<file path="src/hw/evr_settings.svh">
`ifndef EVR_SETTINGS_SVH
`define EVR_SETTINGS_SVH

// Link framing
`define EVR_SLOTS         64        // Slots per frame cycle
`define EVR_COMMA_PERIOD  4         // Comma on event lane every N slots

// Event FIFO
`define EVR_FIFO_DEPTH    16

// Segmented data
`define EVR_SEG_BYTES     16        // Payload bytes per segment

// 8b/10b control characters
`define EVR_K_COMMA       8'hBC     // K28.5
`define EVR_K_START       8'h5C     // K28.2, segment start
`define EVR_K_STOP        8'h3C     // K28.1, segment stop

// Checksum is seed minus byte sum
`define EVR_CSUM_SEED     16'hFFFF

`endif

</file>
<file path="src/hw/evr_ctrl_pkg.sv">
`default_nettype none

`include "evr_settings.svh"

package evr_ctrl_pkg;

    typedef logic [7:0]  event_code_t;
    typedef logic [30:0] presc_t;       // Prescaler compare value
    typedef logic [15:0] csum_t;

    // Extra MSB is the wrap bit
    typedef logic [$clog2(`EVR_FIFO_DEPTH):0] fifo_ptr_t;

    typedef logic [$clog2(`EVR_SEG_BYTES)-1:0] seg_addr_t;

    // Byte role in the segmented-data frame
    typedef enum logic [2:0] {
        FP_START,
        FP_SEGNUM,
        FP_DATA,
        FP_STOP,
        FP_CSUM_HI,
        FP_CSUM_LO,
        FP_PAD
    } frame_pos_e;

endpackage

`default_nettype wire

</file>
<file path="src/hw/evr_link_pkg.sv">
`default_nettype none

`include "evr_settings.svh"

package evr_link_pkg;

    // One byte lane of the link word
    typedef logic [7:0] link_byte_t;

    // Slot index within the frame cycle
    typedef logic [$clog2(`EVR_SLOTS)-1:0] slot_t;

    // K flags, bit 1 event lane, bit 0 data lane
    typedef logic [1:0] link_k_t;

    typedef struct packed {
        link_byte_t event_byte;     // 15:8
        link_byte_t data_byte;      // 7:0
    } link_word_t;

    // Per-lane result for the current slot
    typedef struct packed {
        link_byte_t value;
        logic       is_k;
    } lane_out_t;

endpackage

`default_nettype wire

</file>
<file path="src/hw/evr_data_lane.sv">
`timescale 1ns/100ps
`default_nettype none

`include "evr_settings.svh"

module evr_data_lane (
    input  logic                        clk,
    input  logic                        rst_i,
    input  evr_link_pkg::slot_t         slot_i,
    input  logic                        slot_valid_i,
    input  evr_link_pkg::link_byte_t    dbus_i,
    input  evr_link_pkg::link_byte_t    seg_num_i,
    input  logic                        seg_wr_i,
    input  evr_ctrl_pkg::seg_addr_t     seg_waddr_i,
    input  evr_link_pkg::link_byte_t    seg_wdata_i,
    output evr_link_pkg::lane_out_t     lane_o
);

    localparam int SLOT_W    = $bits(evr_link_pkg::slot_t);
    localparam int ADDR_W    = $bits(evr_ctrl_pkg::seg_addr_t);
    localparam int DATA_LAST = `EVR_SEG_BYTES + 1;   // Last payload position

    evr_link_pkg::link_byte_t  seg_buf [`EVR_SEG_BYTES];
    evr_ctrl_pkg::seg_addr_t   rd_addr;
    evr_ctrl_pkg::frame_pos_e  frame_pos;
    evr_ctrl_pkg::csum_t       csum_acc;
    evr_ctrl_pkg::csum_t       csum_out;
    evr_link_pkg::link_byte_t  frame_byte;

    logic [SLOT_W-2:0] frame_idx;
    logic [SLOT_W-2:0] data_off;
    logic              frame_k;
    logic              odd_slot;

    assign odd_slot  = slot_i[0];
    assign frame_idx = slot_i[SLOT_W-1:1];      // Two slots per frame byte
    assign data_off  = frame_idx - 2'd2;
    assign rd_addr   = data_off[ADDR_W-1:0];
    assign csum_out  = `EVR_CSUM_SEED - csum_acc;

    always_ff @(posedge clk)
    begin
        if (seg_wr_i)
            seg_buf[seg_waddr_i] <= seg_wdata_i;
    end

    // Frame sequencer
    always_comb
    begin
        if (frame_idx == 0)
            frame_pos = evr_ctrl_pkg::FP_START;
        else if (frame_idx == 1)
            frame_pos = evr_ctrl_pkg::FP_SEGNUM;
        else if (int'(frame_idx) <= DATA_LAST)
            frame_pos = evr_ctrl_pkg::FP_DATA;
        else if (int'(frame_idx) == DATA_LAST + 1)
            frame_pos = evr_ctrl_pkg::FP_STOP;
        else if (int'(frame_idx) == DATA_LAST + 2)
            frame_pos = evr_ctrl_pkg::FP_CSUM_HI;
        else if (int'(frame_idx) == DATA_LAST + 3)
            frame_pos = evr_ctrl_pkg::FP_CSUM_LO;
        else
            frame_pos = evr_ctrl_pkg::FP_PAD;
    end

    always_comb
    begin
        frame_byte = '0;
        frame_k    = 1'b0;
        case (frame_pos)
            evr_ctrl_pkg::FP_START:
            begin
                frame_byte = `EVR_K_START;
                frame_k    = 1'b1;
            end
            evr_ctrl_pkg::FP_SEGNUM:  frame_byte = seg_num_i;
            evr_ctrl_pkg::FP_DATA:    frame_byte = seg_buf[rd_addr];
            evr_ctrl_pkg::FP_STOP:
            begin
                frame_byte = `EVR_K_STOP;
                frame_k    = 1'b1;
            end
            evr_ctrl_pkg::FP_CSUM_HI: frame_byte = csum_out[15:8];   // MSB first
            evr_ctrl_pkg::FP_CSUM_LO: frame_byte = csum_out[7:0];
            default:                  frame_byte = '0;                // Pad
        endcase
    end

    // Running sum over segment number and payload as they go out
    always_ff @(posedge clk)
    begin
        if (rst_i)
        begin
            csum_acc <= '0;
        end
        else if (slot_valid_i && odd_slot)
        begin
            case (frame_pos)
                evr_ctrl_pkg::FP_START:  csum_acc <= '0;
                evr_ctrl_pkg::FP_SEGNUM,
                evr_ctrl_pkg::FP_DATA:   csum_acc <= csum_acc + {8'h00, frame_byte};
                default:                 csum_acc <= csum_acc;
            endcase
        end
    end

    // Even slots carry the distributed bus
    always_comb
    begin
        lane_o = '0;
        if (slot_valid_i)
        begin
            if (odd_slot)
            begin
                lane_o.value = frame_byte;
                lane_o.is_k  = frame_k;
            end
            else
            begin
                lane_o.value = dbus_i;
            end
        end
    end

endmodule

`default_nettype wire

</file>
<file path="src/hw/evr_event_lane.sv">
`timescale 1ns/100ps
`default_nettype none

`include "evr_settings.svh"

module evr_event_lane (
    input  logic                      clk,
    input  logic                      rst_i,
    input  logic                      clear_i,
    input  evr_ctrl_pkg::presc_t      presc_i,
    input  evr_link_pkg::slot_t       slot_i,
    input  logic                      slot_valid_i,
    output evr_link_pkg::lane_out_t   lane_o
);

    localparam int PTR_W = $bits(evr_ctrl_pkg::fifo_ptr_t);

    evr_ctrl_pkg::presc_t      presc_cnt;
    evr_ctrl_pkg::event_code_t ev_code;
    evr_ctrl_pkg::event_code_t next_code;
    evr_ctrl_pkg::event_code_t fifo_mem [`EVR_FIFO_DEPTH];
    evr_ctrl_pkg::fifo_ptr_t   wr_ptr;
    evr_ctrl_pkg::fifo_ptr_t   rd_ptr;

    logic fifo_empty;
    logic fifo_full;
    logic push;
    logic pop;
    logic comma_slot;

    // Code sequence skips zero, 0 is the null event
    assign next_code = (ev_code == 8'hFF) ? 8'h01 : ev_code + 8'h01;

    assign fifo_empty = (wr_ptr == rd_ptr);
    assign fifo_full  = (wr_ptr[PTR_W-1] != rd_ptr[PTR_W-1]) &&
                        (wr_ptr[PTR_W-2:0] == rd_ptr[PTR_W-2:0]);

    // Prescaler frozen while full so nothing is dropped
    assign push = !fifo_full && (presc_cnt >= presc_i);

    assign comma_slot = (int'(slot_i) % `EVR_COMMA_PERIOD) == 0;
    assign pop        = slot_valid_i && !comma_slot && !fifo_empty;

    // Test-event generator
    always_ff @(posedge clk)
    begin
        if (rst_i || clear_i)
        begin
            presc_cnt <= '0;
            ev_code   <= '0;
        end
        else if (!fifo_full)
        begin
            if (push)
            begin
                presc_cnt <= '0;
                ev_code   <= next_code;     // Same value goes into the FIFO
            end
            else
            begin
                presc_cnt <= presc_cnt + 1'b1;
            end
        end
    end

    always_ff @(posedge clk)
    begin
        if (rst_i || clear_i)
        begin
            wr_ptr <= '0;
            rd_ptr <= '0;
        end
        else
        begin
            if (push)
                wr_ptr <= wr_ptr + 1'b1;
            if (pop)
                rd_ptr <= rd_ptr + 1'b1;
        end
    end

    always_ff @(posedge clk)
    begin
        if (push)
            fifo_mem[wr_ptr[PTR_W-2:0]] <= next_code;
    end

    // Comma insertion, otherwise FIFO head or null byte
    always_comb
    begin
        lane_o = '0;
        if (slot_valid_i)
        begin
            if (comma_slot)
            begin
                lane_o.value = `EVR_K_COMMA;
                lane_o.is_k  = 1'b1;
            end
            else if (!fifo_empty)
            begin
                lane_o.value = fifo_mem[rd_ptr[PTR_W-2:0]];     // Popped this cycle
            end
        end
    end

endmodule

`default_nettype wire

</file>
<file path="src/hw/evr_lane_combiner.sv">
`timescale 1ns/100ps
`default_nettype none

`include "evr_settings.svh"

module evr_lane_combiner (
    input  logic                        clk,
    input  logic                        rst_i,
    input  logic                        enable_i,
    input  evr_link_pkg::lane_out_t     ev_lane_i,
    input  evr_link_pkg::lane_out_t     data_lane_i,
    output evr_link_pkg::slot_t         slot_o,
    output logic                        slot_valid_o,
    output evr_link_pkg::link_word_t    tx_word_o,
    output evr_link_pkg::link_k_t       tx_k_o
);

    localparam evr_link_pkg::slot_t SLOT_LAST = evr_link_pkg::slot_t'(`EVR_SLOTS - 1);

    evr_link_pkg::slot_t slot_q;

    assign slot_o       = slot_q;
    assign slot_valid_o = enable_i;

    // Held at 0 while disabled so the first slot after enable is 0
    always_ff @(posedge clk)
    begin
        if (rst_i || !enable_i)
        begin
            slot_q <= '0;
        end
        else if (slot_q == SLOT_LAST)
        begin
            slot_q <= '0;
        end
        else
        begin
            slot_q <= slot_q + 1'b1;
        end
    end

    // Output register, one clock behind the slot index
    always_ff @(posedge clk)
    begin
        if (rst_i || !enable_i)
        begin
            tx_word_o <= '0;
            tx_k_o    <= '0;
        end
        else
        begin
            tx_word_o.event_byte <= ev_lane_i.value;
            tx_word_o.data_byte  <= data_lane_i.value;
            tx_k_o               <= {ev_lane_i.is_k, data_lane_i.is_k};
        end
    end

endmodule

`default_nettype wire

</file>
<file path="src/hw/evr_link_tx.sv">
`timescale 1ns/100ps
`default_nettype none

module evr_link_tx (
    input  logic                        clk,
    input  logic                        rst_i,
    input  logic                        enable_i,
    input  logic                        clear_i,
    input  evr_ctrl_pkg::presc_t        presc_i,
    input  evr_link_pkg::link_byte_t    dbus_i,
    input  evr_link_pkg::link_byte_t    seg_num_i,
    input  logic                        seg_wr_i,
    input  evr_ctrl_pkg::seg_addr_t     seg_waddr_i,
    input  evr_link_pkg::link_byte_t    seg_wdata_i,
    output evr_link_pkg::link_word_t    tx_word_o,
    output evr_link_pkg::link_k_t       tx_k_o
);

    evr_link_pkg::slot_t     slot;
    logic                    slot_valid;
    evr_link_pkg::lane_out_t ev_lane;
    evr_link_pkg::lane_out_t data_lane;

    evr_event_lane u_event_lane (
        .clk          (clk),
        .rst_i        (rst_i),
        .clear_i      (clear_i),
        .presc_i      (presc_i),
        .slot_i       (slot),
        .slot_valid_i (slot_valid),
        .lane_o       (ev_lane)
    );

    evr_data_lane u_data_lane (
        .clk          (clk),
        .rst_i        (rst_i),
        .slot_i       (slot),
        .slot_valid_i (slot_valid),
        .dbus_i       (dbus_i),
        .seg_num_i    (seg_num_i),
        .seg_wr_i     (seg_wr_i),
        .seg_waddr_i  (seg_waddr_i),
        .seg_wdata_i  (seg_wdata_i),
        .lane_o       (data_lane)
    );

    evr_lane_combiner u_combiner (
        .clk          (clk),
        .rst_i        (rst_i),
        .enable_i     (enable_i),
        .ev_lane_i    (ev_lane),
        .data_lane_i  (data_lane),
        .slot_o       (slot),
        .slot_valid_o (slot_valid),
        .tx_word_o    (tx_word_o),
        .tx_k_o       (tx_k_o)
    );

endmodule

`default_nettype wire

</file>
<file path="config.mk">
export PLATFORM = sky130hd
export DESIGN_NAME = evr_link_tx
export DESIGN_NICKNAME = d
export VERILOG_FILES = /design/src/hw/evr_ctrl_pkg.sv /design/src/hw/evr_link_pkg.sv /design/src/hw/evr_data_lane.sv /design/src/hw/evr_event_lane.sv /design/src/hw/evr_lane_combiner.sv /design/src/hw/evr_link_tx.sv
export VERILOG_INCLUDE_DIRS = /design/src /design/src/hw
export SDC_FILE = /design/constraint.sdc
export NUM_CORES = 1
export LEC_CHECK = 0
export BUFFER_PORTS_ARGS = -buffer_cell sky130_fd_sc_hd__buf_2
export CORE_ASPECT_RATIO = 1.25
export CORE_MARGIN = 2
export CORE_UTILIZATION = 57
export CTS_BUF_LIST = sky130_fd_sc_hd__clkbuf_8
export CTS_CLUSTER_SIZE = 16
export DETAILED_ROUTE_END_ITERATION = 7
export PLACE_DENSITY = 0.84
export SLEW_MARGIN = 30
export SYNTH_ARGS = -nofsm -noshare
export SYNTH_HDL_FRONTEND = slang
export SYNTH_HIERARCHICAL = 1
export SYNTH_SLANG_ARGS = --single-unit
</file>
<file path="constraint.sdc">
create_clock -name clk -period 4.8 [get_ports clk]
set_input_delay 0.96 -clock clk [delete_from_list [all_inputs] [get_ports clk]]
set_output_delay 0.96 -clock clk [all_outputs]
set_load 0.01 [all_outputs]
</file>
* Yosys cells after proc, flatten, opt, wreduce, memory -nomap -nowiden
Memories as Yosys holds them, arrays and structs flattened. A register that Yosys moved wholly into a read port is not among the register bits. Index checks and enable logic that the tools add are counted.
Operators by class: divide/modulo/power cells 0, muxes and demuxes 21, magnitude comparators 2, eq/ne operators 14, add/subtract/negate cells 8, shift operators 0, $mul 0, bitwise operators 3, reductions and logical operators 23
Operator list (count):
- $pmux 8 s6 | 1
- $logic_not 32->1 | 1
- $mux 8 | 4
- $pmux 16 s2 | 1
- $add 31x1->31 const B | 1
- $ge 31x31->1 | 1
- $mux 31 | 1
- $add 16x8->16 | 1
- $sub 16x16->16 const A | 1
- $eq 5x5->1 const B | 3
- $mux 3 | 5
- $add 5x1->5 const B | 2
- $add 8x1->8 const B | 1
- $eq 8x8->1 const B | 1
- $mux 4 | 2
- $reduce_or 2->1 | 4
- $add 6x1->6 const B | 1
- $eq 3x2->1 const B | 2
- $eq 3x3->1 const B | 2
- $eq 6x6->1 const B | 1
- $mux 1 | 6
- $eq 5x1->1 const B | 1
- $eq 5x5->1 | 1
- $le 5x5->1 const B | 1
- other kinds (15) | 26
Word-level totals: memories kept 2, latch bits 0, bits of input ports 64, memory bits (read-only) 0, bits in writable memories 256, register bits 89
Memory list:
- u_data_lane.seg_buf | depth 16, bits a word 8, read ports 1, clocked after Yosys merged registers in 0, wr ports 1, RTL line evr_data_lane.sv:23 | evr_link_pkg::link_byte_t seg_buf [`EVR_SEG_BYTES];
- u_event_lane.fifo_mem | depth 16, bits a word 8, read ports 1, clocked after Yosys merged registers in 1, wr ports 1, RTL line evr_event_lane.sv:21 | evr_ctrl_pkg::event_code_t fifo_mem [`EVR_FIFO_DEPTH];

* Longest topological paths before layout
depth after elaboration 11, depth in mapped cells 19

* Cells and area by module
Netlist, hierarchy kept.
Modules (own cells, without submodules):
- evr_event_lane | cells an instance 627, seq. area each 4904.7 um^2, times used 1, area an instance 8433.1 um^2
- evr_data_lane | cells an instance 453, seq. area each 4164.0 um^2, times used 1, area an instance 6447.4 um^2
- evr_lane_combiner | cells an instance 65, seq. area each 480.5 um^2, times used 1, area an instance 728.2 um^2

* Worst setup path before layout
Ideal clock, no wire load.
kind reg-to-reg, start reg u_combiner.slot_q[2], in the netlist u_combiner/slot_o[2], end reg u_data_lane.csum_acc[15], cell stages (with the launch flop) 19, arrival 4024 ps, period minus slack after synthesis 4094 ps, required time 4730 ps, setup slack 706 ps, path through dfxtp_1 > buf_2 > inv_1 > clkbuf_1 > ha_1 > buf_2 > clkbuf_1 > mux4_2 > mux2i_1 > o211ai_1 > a211oi_1 > inv_1 > ha_1 > o21ai_0 > o21bai_1 > o211a_1 > o211ai_1 > or3_1 > a21oi_1
On the way: word-level cells in the longest chain between the ends 11
RTL lines:
- from (decl) | RTL line evr_lane_combiner.sv:20 | evr_link_pkg::slot_t slot_q;
- from (signal assigned) | RTL line evr_lane_combiner.sv:38 | slot_q <= slot_q + 1'b1;
- $eq 5x5->1 | RTL line evr_data_lane.sv:60 | else if (int'(frame_idx) == DATA_LAST + 3)
- $mux 2 | RTL line evr_data_lane.sv:60
- $mux 3 | RTL line evr_data_lane.sv:58 | else if (int'(frame_idx) == DATA_LAST + 2)
- $mux 3 | RTL line evr_data_lane.sv:56 | else if (int'(frame_idx) == DATA_LAST + 1)
- $mux 3 | RTL line evr_data_lane.sv:54 | else if (int'(frame_idx) <= DATA_LAST)
- $mux 3 | RTL line evr_data_lane.sv:52 | else if (frame_idx == 1)
- $mux 3 | RTL line evr_data_lane.sv:50 | if (frame_idx == 0)
- $eq 3x3->1, or another cell as far along | RTL line evr_data_lane.sv:70 | case (frame_pos)
- $pmux 8 s6 / $reduce_or 2->1 (equally long branches) | RTL line evr_data_lane.sv:70, evr_data_lane.sv:98
- $add 16x8->16 / $reduce_bool 2->1 (equally long branches)
- $pmux 16 s2 / $reduce_and 2->1 (equally long branches)
- to (signal assigned) | RTL line evr_data_lane.sv:101 | evr_ctrl_pkg::FP_DATA: csum_acc <= csum_acc + {8'h00, frame_byte};
- to (signal assigned) | RTL line evr_data_lane.sv:102 | default: csum_acc <= csum_acc;
- to (decl) | RTL line evr_data_lane.sv:26 | evr_ctrl_pkg::csum_t csum_acc;
Parallel ways exist; a longest one is shown, timed or not. A chain may end at the register's enable or synchronous reset.

* Worst setup path after layout
start reg u_combiner.slot_q[3], in the netlist u_combiner/slot_o[3], end reg u_data_lane.csum_acc[14]
The elaborated chain is that of the path after synthesis.

==> impl_metrics.csv <==
group,metric,value,unit
synthesis,synth_most_common_cell,"edfxtp_1",
worst_setup_path,cp_data_arrival_time,4710,ps
synthesis,synth-seq-cells,349,
min_path,whs_path_depth,2,
floorplanning,rows,67,
clock_tree,clockBufferDepth,3,
synthesis,netlist_instances,1145,
grt,grt_pass1_wl,52900,um
floorplanning,start_util,58.0,%
detailed_routing,via_count,9972,
clock_tree,htree_levels,2,
placed_design,dp_slack,622,ps
floorplanning,fp.dieArea,0.0287,mm^2
synthesis,avgSynthCellArea,13.6,um^2
synthesis,synth_compound_area_share,8.14,%
timing,period_share,88.6,%
timing,fmax,235,MHz
synthesis,syn_nets,1259,
detailed_routing,antenna_left,0,
floorplanning,die_w,152,um
synthesis,synth_edf_count,256,
floorplanning,die_h,189,um
synthesis,synth-simple-area-share,10.4,%
synthesis,netlist_top_cells_count,"edfxtp_1 (256), dfxtp_1 (93), nor2_1 (87), mux4_2 (56), inv_1 (55)",
detailed_routing,drtIter0Drc,963,
clock_tree,postCtsSetupBuffers,0,
final_layout,multiInputGateArea,0.00566,mm^2
clock_tree,cts_resized,0,
synthesis,syn_area,0.0156,mm^2
timing,setup_viol,0,
final_layout,layout.nets,1364,
worst_setup_path,crit_type,"flip-flop to flip-flop",
synthesis,ys_seq_area_share,61.2,%
timing,hold_slack,487,ps
pwr,power.static_leakage,6.22,nW
job,max_cap_violations,0,
worst_setup_path,rr_worst_depth,15,
timing,rsz0062_at_grt,"no",
pwr,power,6.00,mW
synthesis,synth.top_cell.area_share,49.3,%
pwr,p_per_area,343,mW/mm^2
clock_tree,cts_hold_buf,0,
clock_tree,clk_latency,580,ps
synthesis,yosys.area_share.adder,4.06,%
timing,finalClockSkew,19.5,ps
final_layout,layout-area-overhead-vs-synth,12.0,%
final_layout,drive_gt1_share,20.1,%
synthesis,yosysTopAreaCell,"edfxtp_1",
timing,min_period,4250,ps
worst_setup_path,critPathLaunchType,"flip-flop",
grt,grt_usage,23.3,%
clock_tree,cts.root.buffer_cell,"clkbuf_8",
synthesis,synthMuxAreaShare,10.3,%
timing,fin_ws,545,ps
grt,grt_max_degree,35,
grt,first_global_vias,10079,
final_layout,fill_cells,1885,
synthesis,ys.warnings.count,6,
worst_setup_path,cpMaxStageDelayCell,"nor3_1",
clock_tree,numCtsBuffers,53,
final_layout,regArea,0.00955,mm^2
worst_setup_path,path_cells,"inv_2 > ha_1 > buf_4 > nor3_1 > a221o_1 > a31o_1 > ha_1 > inv_1 > fa_1 > nand2b_1 > a21oi_1 > o221a_2 > o2111ai_1 > xor2_1 > nor2_1",
clock_tree,cts_tree,"done",
synthesis,synth_xor_area_share,3.20,%
timing,tightest_slew,947,ps
timing,fin_tns_setup,0,ps
synthesis,synth_top_family_by_area,"simple AND/OR/NAND/NOR gates",
grt,grt_overflow,0,
min_path,hp-class,"flip-flop to flip-flop",
floorplanning,ioPinCount,82,
clock_tree,clk_pin_slew,70,ps
worst_setup_path,crit_path_end_kind,"flip-flop",
worst_setup_path,required,5250,ps
worst_setup_path,crit_top_cell,"ha_1",
worst_setup_path,path_max_fanout,19,
synthesis,yosysUniqueCellTypes,81,
floorplanning,coreArea,0.0269,mm^2
placed_design,dp_hpwl,22700,um
synthesis,ys.flop_type,"edfxtp_1",
detailed_routing,drc,0,
status,status,"complete, no violations",
detailed_routing,drt-pass1-iter-count,6,
placed_design,gp_congestion,0.910,
detailed_routing,routed_via_density,6.10,
timing,drv_slew,0,
placed_design,port_buffers,81,
grt,antenna_found_initial,1,
detailed_routing,finalWirelength,33500,um
timing,relSlewSlack,36.6,%
synthesis,synthTopCellsByArea,"edfxtp_1 (49%), dfxtp_1 (12%), mux4_2 (8.1%)",
synthesis,synthArstFlopShare,0,%
final_layout,n_antenna_cell,0,
clock_tree,clock_sinks,349,
timing,final_hold_viol_count,0,
worst_setup_path,max_stage_delay,550,ps
detailed_routing,routedWlPerCell,20.5,um
pwr,ir_worst_vdd,0.255,mV
## sequential cells by signal, summed over array words and instances (netlist names), named ones only
| signal | cells |
|---|---|
| u_combiner/slot_o | 6 |
| u_data_lane/csum_acc | 16 |
| u_event_lane/ev_code | 8 |
| u_combiner/tx_k_o | 2 |
| u_data_lane/seg_buf | 128 |
| u_event_lane/fifo_mem | 128 |
| u_combiner/tx_word_o | 16 |
| u_event_lane/wr_ptr | 5 |
| u_event_lane/rd_ptr | 5 |
| u_event_lane/presc_cnt | 31 |
## path summary, 6_finish.rpt
path	to	slack (ps)	startpoint
hold / removal	u_event_lane/ev_code[1]	490	u_event_lane/ev_code[1]
hold reg to reg	u_event_lane/ev_code[1]	490	u_event_lane/ev_code[1]
setup reg to reg	u_data_lane/csum_acc[14]	550	u_combiner/slot_o[3]
setup / recovery	u_data_lane/csum_acc[14]	550	u_combiner/slot_o[3]
## worst max-delay path: cells and delay by family, from the launching register on
family / cells / cell delay (ps)
AOI/OAI and AO/OA: 5 / 1170
adders and majority gates: 3 / 1040
and+or+nand+nor: 3 / 800
DFF: 1 / 510
buffers and inverters: 3 / 460
xor gates and xnor gates: 1 / 160
## placed cells by master, fill, tap and decap left out, types with 28 or more instances in the layout
master    netlist  layout
edfxtp_1      256     256
dfxtp_1        93      91
nor2_1         87      85
buf_2          15      81
inv_1          55      66
clkbuf_8        0      59
mux4_2         56      56
ha_1           49      49
nand2_1        48      48
a21oi_1        40      40
o21ai_0        40      39
mux2i_1        33      33
nand3_1        31      31
xor2_1         31      28
## routing by layer
layer	wire length (um)	part of all wire, %	track usage [%]
met2	16300	49	38.4
met1	13000	39	29.9
met4	1290	3.8	9.81
met3	2950	8.8	5.61
met5	0	0	0
## cell type report
class	count	area share (%)
Clock inverter	35	1.76
Tap cell	345	2.47
Inverter	57	1.22
Timing Repair Buffer	94	2.88
Multi-Input combinational cell	695	32.4
Clock buffer	59	4.64
Sequential cell	349	54.6
## metrics by stage
stage / area, um^2 / utilization (%) / cells
after floorplan: 15600 / - / 1145
after global placement: 16300 / 60.7 / 1540
after detailed placement: 16300 / 60.7 / 1540
after CTS: 17500 / 64.9 / 1634
after global routing: 17500 / 65.0 / 1634
final: 17500 / 65.0 / 1634
## power breakdown
part	switching [mW]	internal [mW]	total [mW]
combinational	0.113	0.0689	0.182
clock	1.11	1.45	2.56
sequential	0.0139	3.24	3.26
## cells by family after synthesis
kind of cell,after synthesis
AOI/OAI and AO/OA,187
xor gates and xnor gates,57
adders and majority gates,50
buffers and inverters,101
DFF,349
muxes,90
and+or+nand+nor,311
Power figures use the tool's default switching activity.
